[src/acc_disp_pkg.sv]
// Shared widths, functional unit and operation enums, transaction ID and queue entry types
package acc_disp_pkg;

  // Operand and instruction widths
  localparam int unsigned XLEN = 32;
  localparam int unsigned INSN_W = 32;

  // Scoreboard geometry
  localparam int unsigned TRANS_ID_BITS = 3;
  localparam int unsigned NR_SB_ENTRIES = 2 ** TRANS_ID_BITS;
  localparam int unsigned NR_COMMIT_PORTS = 2;

  // Floating-point rounding mode from fcsr
  localparam int unsigned FRM_W = 3;

  // Functional unit of an issued or committing instruction
  typedef enum logic [1:0] {
    FU_OTHER,
    FU_LOAD,
    FU_STORE,
    FU_ACCEL
  } fu_e;

  // Memory behaviour of an accelerator instruction
  typedef enum logic [1:0] {
    ACC_OP_OTHER,
    ACC_OP_LOAD,
    ACC_OP_STORE
  } acc_op_e;

  typedef logic [TRANS_ID_BITS-1:0] trans_id_t;

  // One queued accelerator instruction with its operands
  typedef struct packed {
    logic [INSN_W-1:0] insn;
    logic [XLEN-1:0]   rs1;
    logic [XLEN-1:0]   rs2;
    trans_id_t         trans_id;
    acc_op_e           op;
  } acc_entry_t;

endpackage
[src/acc_dispatcher.sv]
// Accelerator dispatcher top with issue capture, dispatch, stall logic and store barrier
`timescale 1ns/1ps

module acc_dispatcher #(
  parameter int unsigned QueueDepth = 3,
  parameter int unsigned CntWidth   = 3
) (
  input  logic                                  clk_i,
  input  logic                                  arst_n_i,
  // Issue stage
  input  logic                                  issue_hs_i,
  input  acc_disp_pkg::fu_e                     issue_fu_i,
  input  acc_disp_pkg::acc_op_e                 issue_op_i,
  input  logic                                  issue_ex_valid_i,
  input  acc_disp_pkg::trans_id_t               issue_trans_id_i,
  input  logic [acc_disp_pkg::XLEN-1:0]         imm_i,
  input  logic [acc_disp_pkg::XLEN-1:0]         operand_a_i,
  input  logic [acc_disp_pkg::XLEN-1:0]         operand_b_i,
  output logic                                  issue_stall_o,
  output logic                                  acc_valid_ex_o,
  // Commit stage
  input  logic                                  commit_valid_i    [acc_disp_pkg::NR_COMMIT_PORTS],
  input  acc_disp_pkg::fu_e                     commit_fu_i       [acc_disp_pkg::NR_COMMIT_PORTS],
  input  acc_disp_pkg::trans_id_t               commit_trans_id_i [acc_disp_pkg::NR_COMMIT_PORTS],
  input  logic                                  commit_st_barrier_i,
  // Controller and CSRs
  input  logic                                  flush_unissued_i,
  input  logic                                  flush_ex_i,
  input  logic                                  cons_en_i,
  input  logic [acc_disp_pkg::FRM_W-1:0]        frm_i,
  output logic                                  ctrl_halt_o,
  // Accelerator
  input  logic                                  acc_req_ready_i,
  input  logic                                  acc_store_pending_i,
  input  logic                                  acc_load_complete_i,
  input  logic                                  acc_store_complete_i,
  output logic                                  acc_req_valid_o,
  output acc_disp_pkg::acc_entry_t              acc_req_entry_o,
  output logic [acc_disp_pkg::FRM_W-1:0]        acc_req_frm_o
);

  localparam int unsigned UsageW = $clog2(QueueDepth + 1);

  logic                     acc_valid_d, acc_valid_q;
  acc_disp_pkg::acc_entry_t entry_q;
  acc_disp_pkg::acc_entry_t head;
  logic                     queue_empty;
  logic [UsageW-1:0]        queue_usage;
  logic                     head_ready;
  logic                     req_valid;
  logic                     req_ready;
  logic                     queue_pop;
  logic                     ld_disp, st_disp;
  logic                     no_ld_pending, no_st_pending;
  logic                     halt_q;

  // Accepted accelerator issue without exception or flush
  assign acc_valid_d = issue_hs_i & ~issue_ex_valid_i & ~flush_unissued_i &
                       (issue_fu_i == acc_disp_pkg::FU_ACCEL);
  assign acc_valid_ex_o = acc_valid_q;

  always_ff @(posedge clk_i or negedge arst_n_i) begin
    if (!arst_n_i) begin
      acc_valid_q <= 1'b0;
      halt_q      <= 1'b0;
    end else begin
      acc_valid_q <= acc_valid_d;
      // Barrier halts while the accelerator still drains stores
      halt_q      <= (halt_q | commit_st_barrier_i) & acc_store_pending_i;
    end
  end

  // Entry capture, instruction word comes in on the immediate
  always_ff @(posedge clk_i) begin
    if (acc_valid_d) begin
      entry_q.insn     <= imm_i[acc_disp_pkg::INSN_W-1:0];
      entry_q.rs1      <= operand_a_i;
      entry_q.rs2      <= operand_b_i;
      entry_q.trans_id <= issue_trans_id_i;
      entry_q.op       <= issue_op_i;
    end
  end

  acc_insn_queue #(
    .QueueDepth(QueueDepth)
  ) i_insn_queue (
    .clk_i   (clk_i),
    .arst_n_i(arst_n_i),
    .flush_i (flush_ex_i),
    .push_i  (acc_valid_q),
    .data_i  (entry_q),
    .pop_i   (queue_pop),
    .data_o  (head),
    .empty_o (queue_empty),
    .usage_o (queue_usage)
  );

  acc_spec_tracker i_spec_tracker (
    .clk_i            (clk_i),
    .arst_n_i         (arst_n_i),
    .recv_i           (acc_valid_q),
    .recv_id_i        (entry_q.trans_id),
    .flush_i          (flush_ex_i),
    .commit_valid_i   (commit_valid_i),
    .commit_fu_i      (commit_fu_i),
    .commit_trans_id_i(commit_trans_id_i),
    .head_id_i        (head.trans_id),
    .issued_i         (queue_pop),
    .issued_id_i      (head.trans_id),
    .head_ready_o     (head_ready)
  );

  // Head goes out only once non-speculative
  assign req_valid = ~queue_empty & head_ready;
  assign queue_pop = req_valid & req_ready;
  assign ld_disp   = queue_pop & (head.op == acc_disp_pkg::ACC_OP_LOAD);
  assign st_disp   = queue_pop & (head.op == acc_disp_pkg::ACC_OP_STORE);

  acc_req_register i_req_register (
    .clk_i   (clk_i),
    .arst_n_i(arst_n_i),
    .valid_i (req_valid),
    .data_i  (head),
    .frm_i   (frm_i),
    .ready_i (acc_req_ready_i),
    .ready_o (req_ready),
    .valid_o (acc_req_valid_o),
    .data_o  (acc_req_entry_o),
    .frm_o   (acc_req_frm_o)
  );

  acc_mem_tracker #(
    .CntWidth(CntWidth)
  ) i_ld_tracker (
    .clk_i         (clk_i),
    .arst_n_i      (arst_n_i),
    .flush_i       (flush_ex_i),
    .spec_inc_i    (acc_valid_d & (issue_op_i == acc_disp_pkg::ACC_OP_LOAD)),
    .disp_i        (ld_disp),
    .complete_i    (acc_load_complete_i),
    .none_pending_o(no_ld_pending),
    .overflow_o    ()
  );

  acc_mem_tracker #(
    .CntWidth(CntWidth)
  ) i_st_tracker (
    .clk_i         (clk_i),
    .arst_n_i      (arst_n_i),
    .flush_i       (flush_ex_i),
    .spec_inc_i    (acc_valid_d & (issue_op_i == acc_disp_pkg::ACC_OP_STORE)),
    .disp_i        (st_disp),
    .complete_i    (acc_store_complete_i),
    .none_pending_o(no_st_pending),
    .overflow_o    ()
  );

  // Stall decision per functional unit at issue
  always_comb begin
    case (issue_fu_i)
      // Keep one queue slot in reserve
      acc_disp_pkg::FU_ACCEL: issue_stall_o = (queue_usage >= UsageW'(QueueDepth - 1));
      // Scalar load behind an accelerator store
      acc_disp_pkg::FU_LOAD:  issue_stall_o = cons_en_i & ~no_st_pending;
      // Scalar store behind any accelerator memory access
      acc_disp_pkg::FU_STORE: issue_stall_o = cons_en_i & (~no_st_pending | ~no_ld_pending);
      default:                issue_stall_o = 1'b0;
    endcase
  end

  assign ctrl_halt_o = halt_q;

endmodule

[src/acc_mem_tracker.sv]
// Speculative and dispatched counters for one kind of accelerator memory access
`timescale 1ns/1ps

module acc_mem_tracker #(
  parameter int unsigned CntWidth = 3
) (
  input  logic clk_i,
  input  logic arst_n_i,
  input  logic flush_i,
  input  logic spec_inc_i,
  input  logic disp_i,
  input  logic complete_i,
  output logic none_pending_o,
  output logic overflow_o
);

  logic [CntWidth-1:0] spec_d, spec_q;
  logic [CntWidth-1:0] disp_d, disp_q;
  logic                spec_wrap;
  logic                disp_wrap;

  always_comb begin
    spec_d    = spec_q;
    spec_wrap = 1'b0;
    // Issued but not yet sent, can still be flushed
    if (spec_inc_i && !disp_i) begin
      spec_d    = spec_q + 1'b1;
      spec_wrap = &spec_q;
    end else if (!spec_inc_i && disp_i) begin
      spec_d    = spec_q - 1'b1;
      spec_wrap = (spec_q == '0);
    end
    if (flush_i) begin
      spec_d    = '0;
      spec_wrap = 1'b0;
    end
  end

  always_comb begin
    disp_d    = disp_q;
    disp_wrap = 1'b0;
    // Sent to the accelerator, waits for completion
    if (disp_i && !complete_i) begin
      disp_d    = disp_q + 1'b1;
      disp_wrap = &disp_q;
    end else if (!disp_i && complete_i) begin
      disp_d    = disp_q - 1'b1;
      disp_wrap = (disp_q == '0);
    end
  end

  assign none_pending_o = (spec_q == '0) & (disp_q == '0);
  assign overflow_o     = spec_wrap | disp_wrap;

  always_ff @(posedge clk_i or negedge arst_n_i) begin
    if (!arst_n_i) begin
      spec_q <= '0;
      disp_q <= '0;
    end else begin
      spec_q <= spec_d;
      disp_q <= disp_d;
    end
  end

endmodule

[src/acc_req_register.sv]
// One-entry fall-through register for the accelerator request and rounding mode
`timescale 1ns/1ps

module acc_req_register (
  input  logic                                clk_i,
  input  logic                                arst_n_i,
  input  logic                                valid_i,
  input  acc_disp_pkg::acc_entry_t            data_i,
  input  logic [acc_disp_pkg::FRM_W-1:0]      frm_i,
  input  logic                                ready_i,
  output logic                                ready_o,
  output logic                                valid_o,
  output acc_disp_pkg::acc_entry_t            data_o,
  output logic [acc_disp_pkg::FRM_W-1:0]      frm_o
);

  logic                             full_q;
  acc_disp_pkg::acc_entry_t         data_q;
  logic [acc_disp_pkg::FRM_W-1:0]   frm_q;
  logic                             capture;

  // Refused input is parked until the accelerator takes it
  assign capture = valid_i & ~full_q & ~ready_i;

  assign ready_o = ~full_q;
  assign valid_o = full_q | valid_i;
  assign data_o  = full_q ? data_q : data_i;
  assign frm_o   = full_q ? frm_q : frm_i;

  always_ff @(posedge clk_i or negedge arst_n_i) begin
    if (!arst_n_i) begin
      full_q <= 1'b0;
    end else if (full_q) begin
      if (ready_i) full_q <= 1'b0;
    end else if (capture) begin
      full_q <= 1'b1;
    end
  end

  // Held payload
  always_ff @(posedge clk_i) begin
    if (capture) begin
      data_q <= data_i;
      frm_q  <= frm_i;
    end
  end

endmodule

[src/acc_spec_tracker.sv]
// Commit-slot detection with per-transaction pending and ready bitmaps
`timescale 1ns/1ps

module acc_spec_tracker (
  input  logic                    clk_i,
  input  logic                    arst_n_i,
  input  logic                    recv_i,
  input  acc_disp_pkg::trans_id_t recv_id_i,
  input  logic                    flush_i,
  input  logic                    commit_valid_i    [acc_disp_pkg::NR_COMMIT_PORTS],
  input  acc_disp_pkg::fu_e       commit_fu_i       [acc_disp_pkg::NR_COMMIT_PORTS],
  input  acc_disp_pkg::trans_id_t commit_trans_id_i [acc_disp_pkg::NR_COMMIT_PORTS],
  input  acc_disp_pkg::trans_id_t head_id_i,
  input  logic                    issued_i,
  input  acc_disp_pkg::trans_id_t issued_id_i,
  output logic                    head_ready_o
);

  logic [acc_disp_pkg::NR_SB_ENTRIES-1:0] pending_d, pending_q;
  logic [acc_disp_pkg::NR_SB_ENTRIES-1:0] ready_d, ready_q;

  logic                    acc_commit;
  acc_disp_pkg::trans_id_t commit_id;
  logic                    commit_hit;

  // Accelerator instruction sits in the first free commit slot
  assign acc_commit = (!commit_valid_i[0] && commit_fu_i[0] == acc_disp_pkg::FU_ACCEL) ||
                      (commit_valid_i[0] && !commit_valid_i[1] &&
                       commit_fu_i[1] == acc_disp_pkg::FU_ACCEL);
  assign commit_id  = !commit_valid_i[0] ? commit_trans_id_i[0] : commit_trans_id_i[1];

  // Only a received instruction can become non-speculative
  assign commit_hit = acc_commit & pending_q[commit_id];

  // Head may go now if already ready or committing right this cycle
  assign head_ready_o = ready_q[head_id_i] | (commit_hit & (commit_id == head_id_i));

  always_comb begin
    pending_d = pending_q;
    ready_d   = ready_q;
    // New instruction entered the queue
    if (recv_i) begin
      pending_d[recv_id_i] = 1'b1;
    end
    // Speculative ones are dropped, committed ones stay ready
    if (flush_i) begin
      pending_d = '0;
    end
    if (commit_hit) begin
      ready_d[commit_id]   = 1'b1;
      pending_d[commit_id] = 1'b0;
    end
    // Sent towards the accelerator, clear last so it wins over commit
    if (issued_i) begin
      ready_d[issued_id_i] = 1'b0;
    end
  end

  always_ff @(posedge clk_i or negedge arst_n_i) begin
    if (!arst_n_i) begin
      pending_q <= '0;
      ready_q   <= '0;
    end else begin
      pending_q <= pending_d;
      ready_q   <= ready_d;
    end
  end

endmodule

[src/acc_insn_queue.sv]
// Fall-through accelerator instruction FIFO with usage count and flush
`timescale 1ns/1ps

module acc_insn_queue #(
  parameter int unsigned QueueDepth = 3
) (
  input  logic                              clk_i,
  input  logic                              arst_n_i,
  input  logic                              flush_i,
  input  logic                              push_i,
  input  acc_disp_pkg::acc_entry_t          data_i,
  input  logic                              pop_i,
  output acc_disp_pkg::acc_entry_t          data_o,
  output logic                              empty_o,
  output logic [$clog2(QueueDepth+1)-1:0]   usage_o
);

  localparam int unsigned PtrW = (QueueDepth > 1) ? $clog2(QueueDepth) : 1;
  localparam int unsigned CntW = $clog2(QueueDepth + 1);

  logic [PtrW-1:0] rd_ptr_q, wr_ptr_q;
  logic [CntW-1:0] cnt_q;
  acc_disp_pkg::acc_entry_t mem_q [QueueDepth];

  logic bypass;
  logic do_push;
  logic do_pop;

  // Empty queue with push and pop together, entry passes straight through
  assign bypass  = (cnt_q == '0) & push_i & pop_i;
  // Writes beyond capacity are dropped, upstream stalls before that
  assign do_push = push_i & (cnt_q != CntW'(QueueDepth)) & ~bypass;
  assign do_pop  = pop_i & (cnt_q != '0);

  // Head shows incoming data while empty
  assign data_o  = (cnt_q == '0) ? data_i : mem_q[rd_ptr_q];
  assign empty_o = (cnt_q == '0) & ~push_i;
  assign usage_o = cnt_q;

  always_ff @(posedge clk_i or negedge arst_n_i) begin
    if (!arst_n_i) begin
      rd_ptr_q <= '0;
      wr_ptr_q <= '0;
      cnt_q    <= '0;
    end else if (flush_i) begin
      rd_ptr_q <= '0;
      wr_ptr_q <= '0;
      cnt_q    <= '0;
    end else begin
      // Pointers wrap at the queue depth
      if (do_push) begin
        wr_ptr_q <= (wr_ptr_q == PtrW'(QueueDepth - 1)) ? '0 : wr_ptr_q + 1'b1;
      end
      if (do_pop) begin
        rd_ptr_q <= (rd_ptr_q == PtrW'(QueueDepth - 1)) ? '0 : rd_ptr_q + 1'b1;
      end
      if (do_push && !do_pop) begin
        cnt_q <= cnt_q + 1'b1;
      end else if (!do_push && do_pop) begin
        cnt_q <= cnt_q - 1'b1;
      end
    end
  end

  // Storage array
  always_ff @(posedge clk_i) begin
    if (do_push) begin
      mem_q[wr_ptr_q] <= data_i;
    end
  end

endmodule

[config.mk]
export PLATFORM = sky130hd
export DESIGN_NAME = acc_dispatcher
export DESIGN_NICKNAME = d
export VERILOG_FILES = /design/src/acc_disp_pkg.sv /design/src/acc_dispatcher.sv /design/src/acc_mem_tracker.sv /design/src/acc_req_register.sv /design/src/acc_spec_tracker.sv /design/src/acc_insn_queue.sv
export SDC_FILE = /design/constraint.sdc
export NUM_CORES = 1
export LEC_CHECK = 0
export ABC_CLOCK_PERIOD_IN_PS = 12900
export BUFFER_PORTS_ARGS = -buffer_cell sky130_fd_sc_hd__buf_2
export CAP_MARGIN = 40
export CORE_MARGIN = 3
export CORE_UTILIZATION = 59
export DETAILED_ROUTE_END_ITERATION = 10
export PLACE_DENSITY_LB_ADDON = 0.1
export SYNTH_ARGS = -nofsm -noshare
export SYNTH_HDL_FRONTEND = slang
export SYNTH_SLANG_ARGS = --single-unit
[constraint.sdc]
create_clock -name clk_i -period 12.9 [get_ports clk_i]
set_input_delay 1.935 -clock clk_i [delete_from_list [all_inputs] [get_ports clk_i]]
set_output_delay 1.935 -clock clk_i [all_outputs]
set_load 0.1 [all_outputs]
Yosys cells after proc, flatten, opt, wreduce, memory -nomap -nowiden
Memory sizes are Yosys's and may differ from the RTL's.
Index checks and enable logic that the tools add are counted.
Cells by class
  multiply operators: 0
  $add $sub $neg: 12
  shift operators: 0
  muxes and demuxes: 44
  reductions and logical operators: 40
  div/mod/pow operators: 0
  bitwise gates (word level): 42
  magnitude comparators: 7
  equal/unequal tests: 13
Operators with widths (number)
  two-way mux 101 bit: 2
  two-way mux 8 bit: 5
  two-way mux 3 bit: 12
  bitwise AND 1 bit: 23
  two-way mux 2 bit: 9
  bitwise AND 8 bit: 2
  equality test 2 bit (second input constant): 8
  logical AND 1 bit: 16
  inverter 8 bit: 2
  OR 8 bit: 2
  adder 3 x 1 -> 3 bit (second input constant): 4
  logical NOT 3 bit: 4
  less-than comparator 3 x 4 -> 1 bit (second input constant): 3
  subtractor 3 x 1 -> 3 bit (second input constant): 4
  logical NOT 1 bit: 10
  two-way mux 1 bit: 10
  nonzero test 2 bit: 5
  demux 1 bit (select 3 bit): 3
  greater-or-equal comparator 3 x 1 -> 1 bit (second input constant): 3
  inverter 1 bit: 9
  nonzero test 3 bit: 3
  adder 2 x 1 -> 2 bit (second input constant): 3
  binary-select mux 1 bit (select 3 bit): 2
  equality test 2 x 1 -> 1 bit (second input constant): 3
  other kinds (8): 11
Storage, ports and cells
  flip-flop bits (word level): 242
  latch bits: 0
  RAM bits: 303
  ROM bits: 0
  memories: 1
Memories
  i_insn_queue.mem_q: words 3, width 101, rd ports 1, clocked after Yosys merged registers in 0, wr ports 1, line acc_insn_queue.sv:23  | acc_disp_pkg::acc_entry_t mem_q [QueueDepth];

Longest topological paths before layout
  depth after elaboration: 17
  depth in mapped cells: 16
  mapped depth without buffers: 13

By module
From an unflattened synthesis, not the netlist that was laid out.
Unflattened totals
  cells, all modules: 1320
  area, all modules: 22429.0 sq um
Modules (own cells, without submodules)
  acc_insn_queue: sequential area each 9248.9 sq um, area an instance 12754.7 sq um, times used 1, cells an instance 788
  acc_req_register: sequential area each 3148.0 sq um, area an instance 4491.8 sq um, times used 1, cells an instance 225
  acc_dispatcher: sequential area each 3083.0 sq um, area an instance 3270.6 sq um, times used 1, cells an instance 123
  acc_spec_tracker: sequential area each 400.4 sq um, area an instance 1056.0 sq um, times used 1, cells an instance 102
  acc_mem_tracker: sequential area each 150.1 sq um, area an instance 427.9 sq um, times used 2, cells an instance 41

Least setup slack after synthesis
Ideal clock, no wire load.
  kind: input to register
  start: input port issue_fu_i[0]
  end: register i_st_tracker.spec_q[2]
  cell stages on the path: 8
  data arrival time: 14.753 ns
  data required time: 12.772 ns
  library setup time: 0.128 ns
  path buffers: 0
  setup slack: -1.981 ns
  cells stage by stage: ha_1 nor4bb_1 nand3b_1 nor2_1 fa_1 nor2_1 mux2i_1 mux2_1
Between the ends
  cells in the longest elaborated chain, start to end: 6
  elaborated cells on any way between the ends: 9
  those cells by class: eq/ne: 1; mux: 2; bitwise: 2; reduce/logical: 4
Ends and longest elaborated chain
  start: declaration: line acc_dispatcher.sv:12  | input acc_disp_pkg::fu_e issue_fu_i,
  equality test 2 bit *: line acc_dispatcher.sv:59  | (issue_fu_i == acc_disp_pkg::FU_ACCEL);
  bitwise AND 1 bit *: line acc_dispatcher.sv:58  | assign acc_valid_d = issue_hs_i & ~issue_ex_valid_i & ~flush_unissued_i &
  named net acc_valid_d: line acc_dispatcher.sv:44  | logic acc_valid_d, acc_valid_q;
  bitwise AND 1 bit *: line acc_dispatcher.sv:151  | .spec_inc_i (acc_valid_d & (issue_op_i == acc_disp_pkg::ACC_OP_STORE)),
  logical AND 1 bit or logical NOT 1 bit (tied branches): line acc_mem_tracker.sv:26, acc_mem_tracker.sv:29
  two-way mux 3 bit or logical AND 1 bit (tied branches): line acc_mem_tracker.sv:26, acc_mem_tracker.sv:29
  two-way mux 3 bit or nonzero test 3 bit (tied branches)
  end signal: assignment: line acc_mem_tracker.sv:60  | spec_q <= spec_d;
  end: declaration: line acc_mem_tracker.sv:17  | logic [CntWidth-1:0] spec_d, spec_q;
Mark *: on every way through the listed nets, which the timed path passes. The rest lies on a longest branch.
A chain may end at the register's enable or synchronous reset.

Worst setup path after layout
  start: input port commit_valid_i[1] in the netlist's numbering
  end: output port acc_req_valid_o
Between the ends
  cells in the longest elaborated chain, start to end: 8
  elaborated cells on any way between the ends: 14
  those cells by class: eq/ne: 1; mux: 3; bitwise: 5; reduce/logical: 5
Ends and longest elaborated chain
  start: declaration: line acc_dispatcher.sv:22  | input logic commit_valid_i [acc_disp_pkg::NR_COMMIT_PORTS],
  two-way mux 3 bit, or another cell as far along: line acc_spec_tracker.sv:30  | assign commit_id = !commit_valid_i[0] ? commit_trans_id_i[0] : commit_trans_id_i[1];
  binary-select mux 1 bit (select 3 bit), or another cell as far along: line acc_spec_tracker.sv:33  | assign commit_hit = acc_commit & pending_q[commit_id];
  two-way mux 1 bit (not written as such) or logical OR 1 bit (tied branches): line acc_spec_tracker.sv:33, acc_spec_tracker.sv:27
  bitwise AND 1 bit: line acc_spec_tracker.sv:33
  bitwise AND 1 bit *: line acc_spec_tracker.sv:36  | assign head_ready_o = ready_q[head_id_i] | (commit_hit & (commit_id == head_id_i));
  OR 1 bit *: line acc_spec_tracker.sv:36
  bitwise AND 1 bit *: line acc_dispatcher.sv:114  | assign req_valid = ~queue_empty & head_ready;
  OR 1 bit *: line acc_req_register.sv:26  | assign valid_o = full_q | valid_i;
  end: declaration: line acc_dispatcher.sv:37  | output logic acc_req_valid_o,
Mark *: on every way between the ends. The rest lies on a longest branch, timed or not. The select of a mux whose other input is x is not followed.

==> results.sh <==
export IMPL_htreeDepth=2
export IMPL_layout_drive_gt1_share_pct=26.9
export IMPL_fin_skew_ns=0.0118
export IMPL_synth_seq_cells=545
export IMPL_synth_area_leader_cell="edfxtp_1"
export IMPL_critPathLaunchType="input pin"
export IMPL_die_area_mm2=0.0397
export IMPL_clock_path_buffers=3
export IMPL_min_from="i_st_tracker.disp_q[2]"
export IMPL_worstPathRequired_ns=10.97
export IMPL_grt_use_total_pct=22.3
export IMPL_syn_nets=1589
export IMPL_postRouteAntennaNets=0
export IMPL_status="complete, no violations"
export IMPL_drt_first_pass_iters=5
export IMPL_synthDistinctLibCells=64
export IMPL_die_y_um=199
export IMPL_stdcell_count=2199
export IMPL_via_per_inst=5.69
export IMPL_syn_area_mm2=0.0220
export IMPL_crit_type="input pin to output port"
export IMPL_hold_class="flop to flop"
export IMPL_synth_warnings=0
export IMPL_hold_end="i_st_tracker.disp_q[2]"
export IMPL_cts_tree="done"
export IMPL_grt_util_met3_pct=3.56
export IMPL_io_pins=238
export IMPL_drc=0
export IMPL_r2r_end="i_insn_queue.mem_q[1][23]"
export IMPL_clk_pin_slew_worst_paths_ns=0.06
export IMPL_arrival_ns=4.45
export IMPL_cap_violations=0
export IMPL_busiest_layer="met2"
export IMPL_grt_overflow_total=0
export IMPL_min_path_cells=1
export IMPL_ys_flop_type="edfxtp_1"
export IMPL_placed_cell_area_mm2=0.0239
export IMPL_period_share_pct=49.5
export IMPL_place_hpwl_um=27200
export IMPL_postSynthAreaPerCell_um2=15.2
export IMPL_vdd_drop_max_v=0.0000928
export IMPL_finalMaxSlewViolations=0
export IMPL_hold_violations=0
export IMPL_path_common_cell="buf_2"
export IMPL_synth_edf_count=508
export IMPL_timing_hold_ws_ns=0.468
export IMPL_layout_area_overhead_vs_synth_pct=15.9
export IMPL_ys_top_cells_by_count="edfxtp_1, nor2_1, nand2_1, o21ai_0, a21oi_1"
export IMPL_post_cts_resized=0
export IMPL_path_cells="buf_2, mux2i_1, mux2_4, o2111ai_1, a2111oi_4, a32oi_1, o21bai_1, buf_2"
export IMPL_num_nets_final=1824
export IMPL_vias=12500
export IMPL_dieWidth_um=199
export IMPL_grt_pass1_wl_um=68800
export IMPL_power_leakage_uw=0.00903
export IMPL_rows=70
export IMPL_cp_max_fo=15
export IMPL_synthCells=1450
export IMPL_finalWirelength_um=43900
export IMPL_design_area_mm2=0.0255
export IMPL_grt_max_degree=77
export IMPL_slew_headroom_pct=41.3
export IMPL_grt_pass1_vias=12700
export IMPL_ys_async_sr_fraction_pct=6.79
export IMPL_cts_buffers=54
export IMPL_critical_path_endpoint_type="output port"
export IMPL_drt_initial_drc_count=1100
export IMPL_port_buffers=237
export IMPL_seq_area_frac_synth_pct=73.4
export IMPL_dp_cells=2097
export IMPL_start_util_pct=60.0
export IMPL_use_met2_pct=35.1
export IMPL_clkLatencyLatePin_ns=0.59
export IMPL_p_per_area_mw_per_mm2=146
export IMPL_core_area_mm2=0.0367
export IMPL_post_drt_wl_per_cell_um=20.0
export IMPL_cp_slowest_cell="mux2i_1"
export IMPL_r2r_cells=10
export IMPL_yosysMostFrequentCell="edfxtp_1"
export IMPL_synth_top_area_share_pct=69.2
export IMPL_reg2reg_slack_ns=7.68
export IMPL_antenna_found_initial=1
export IMPL_r2r_start="i_insn_queue.usage_o[1]"
export IMPL_cts_root_buf="clkbuf_16"
export IMPL_cts_sinks=545
export IMPL_grt_setup_unrepaired="false"
export IMPL_synthTopCellsByArea="edfxtp_1, mux2_2, mux2i_1"
export IMPL_fin_crit_ns=6.39
export IMPL_postCtsSetupBuffers=0
export IMPL_holdBufCountCts=0
export IMPL_place_congestion=0.850
export IMPL_setup_viol=0
export IMPL_max_stage_delay_ns=0.48
export IMPL_setup_tns_ns=0
export IMPL_met1_usage_pct=32.2
export IMPL_fin_util_pct=69.6
export IMPL_timing_fmax_mhz=157
export IMPL_worst_pin_slew_ns=0.880
-- where the power goes --
group	internal, uW	switching (uW)	leakage, uW
clock	834	635	0.000817
sequential	1950	24.4	0.00506
combinational	77.5	198	0.00316
total	2860	857	0.00903
-- critical path, delay by kind of cell --
family                 cells  cell delay [ns]
AOI/OAI and AO/OA          4             1.07
muxes                      2             0.72
buffers and inverters      2             0.73
-- flip-flops by register name, indices dropped and copies added (netlist names), 3 cells and up --
| name | count |
|---|---|
| i_spec_tracker.ready_q | 8 |
| i_st_tracker.disp_q | 3 |
| i_req_register.frm_q | 3 |
| entry_q | 101 |
| i_ld_tracker.spec_q | 3 |
| i_req_register.data_q | 101 |
| i_spec_tracker.pending_q | 8 |
| i_insn_queue.mem_q | 303 |
| i_st_tracker.spec_q | 3 |
| i_ld_tracker.disp_q | 3 |
-- how the worst max path moves through the flow --
stage | slack, ns | cells after the start | start | end
2_1_floorplan | 1.18 | 8 | commit_valid_i[1] | i_insn_queue.mem_q[2][0]
3_3_place_gp | 6.55 | 10 | commit_valid_i[1] | i_insn_queue.mem_q[1][16]
3_5_place_dp | 6.42 | 10 | commit_valid_i[1] | i_insn_queue.mem_q[1][16]
4_1_cts | 6.53 | 8 | commit_valid_i[1] | acc_req_valid_o
5_1_grt | 6.37 | 8 | commit_valid_i[1] | acc_req_valid_o
6_report | 6.51 | 8 | commit_valid_i[1] | acc_req_valid_o
-- cells by family (layout without fill, tap and decap cells) --
logic type / Yosys count / after routing / synth area share, %
compound gates: 256 / 256 / 6.68
xor+xnor: 9 / 9 / 0.460
fa+ha+maj: 9 / 9 / 0.647
buf+inv: 97 / 377 / 1.83
flops: 545 / 545 / 73.4
mux: 219 / 219 / 10.6
other cells: 0 / 1 / 0
simple gates: 315 / 315 / 6.32
-- layer usage --
| metal | vias up | wire length [um] | share of wire (%) |
|---|---|---|---|
| li1 | 5928 | - | - |
| met5 | - | 0 | 0 |
| met4 | 0 | 976 | 2.2 |
| met1 | 6125 | 19500 | 44 |
| met3 | 61 | 2560 | 5.8 |
| met2 | 394 | 20900 | 48 |
-- cell type report --
class                           count  area [um^2]
Sequential cell                   545        16200
Inverter                           17         73.8
Timing Repair Buffer              259         1520
Clock buffer                       70         1450
Antenna cell                        1         2.50
Fill cell                        2483        11200
Tap cell                          468          586
Multi-Input combinational cell    808         5490
Clock inverter                     31          211
-- cells in the final DEF, fill, tap and decap left out, types with 3 or more instances in the layout --
master       n
o32a_1       9
clkbuf_1    13
xor2_1       4
o21bai_1     3
inv_1       13
a31oi_1      5
dfrtp_4      3
o211ai_1     3
clkbuf_16   55
mux2_2     106
nand2_1    119
nor3_1      16
nand3b_1     6
buf_2      237
ha_1         5
mux2_1       7
and2_1       6
o21ai_0    108
clkinv_1    15
clkinv_2    10
mux2i_1    104
buf_16       8
or4_1        3
a32oi_1      5
a21oi_1    107
a21o_1       3
nor2_1     130
buf_4       13
nand3_1      3
nor2_4       3
dfrtp_1     34
fa_1         4
nor2b_1      8
edfxtp_1   508
-- metrics by stage --
step,setup WS (ns),power (uW)
after floorplan,1.18,2220
after global placement,6.55,2280
after detailed placement,6.42,2290
after CTS,6.53,3760
after global routing,6.37,3850
final,6.51,3720
No activity file was read; power rests on OpenSTA's default activity.
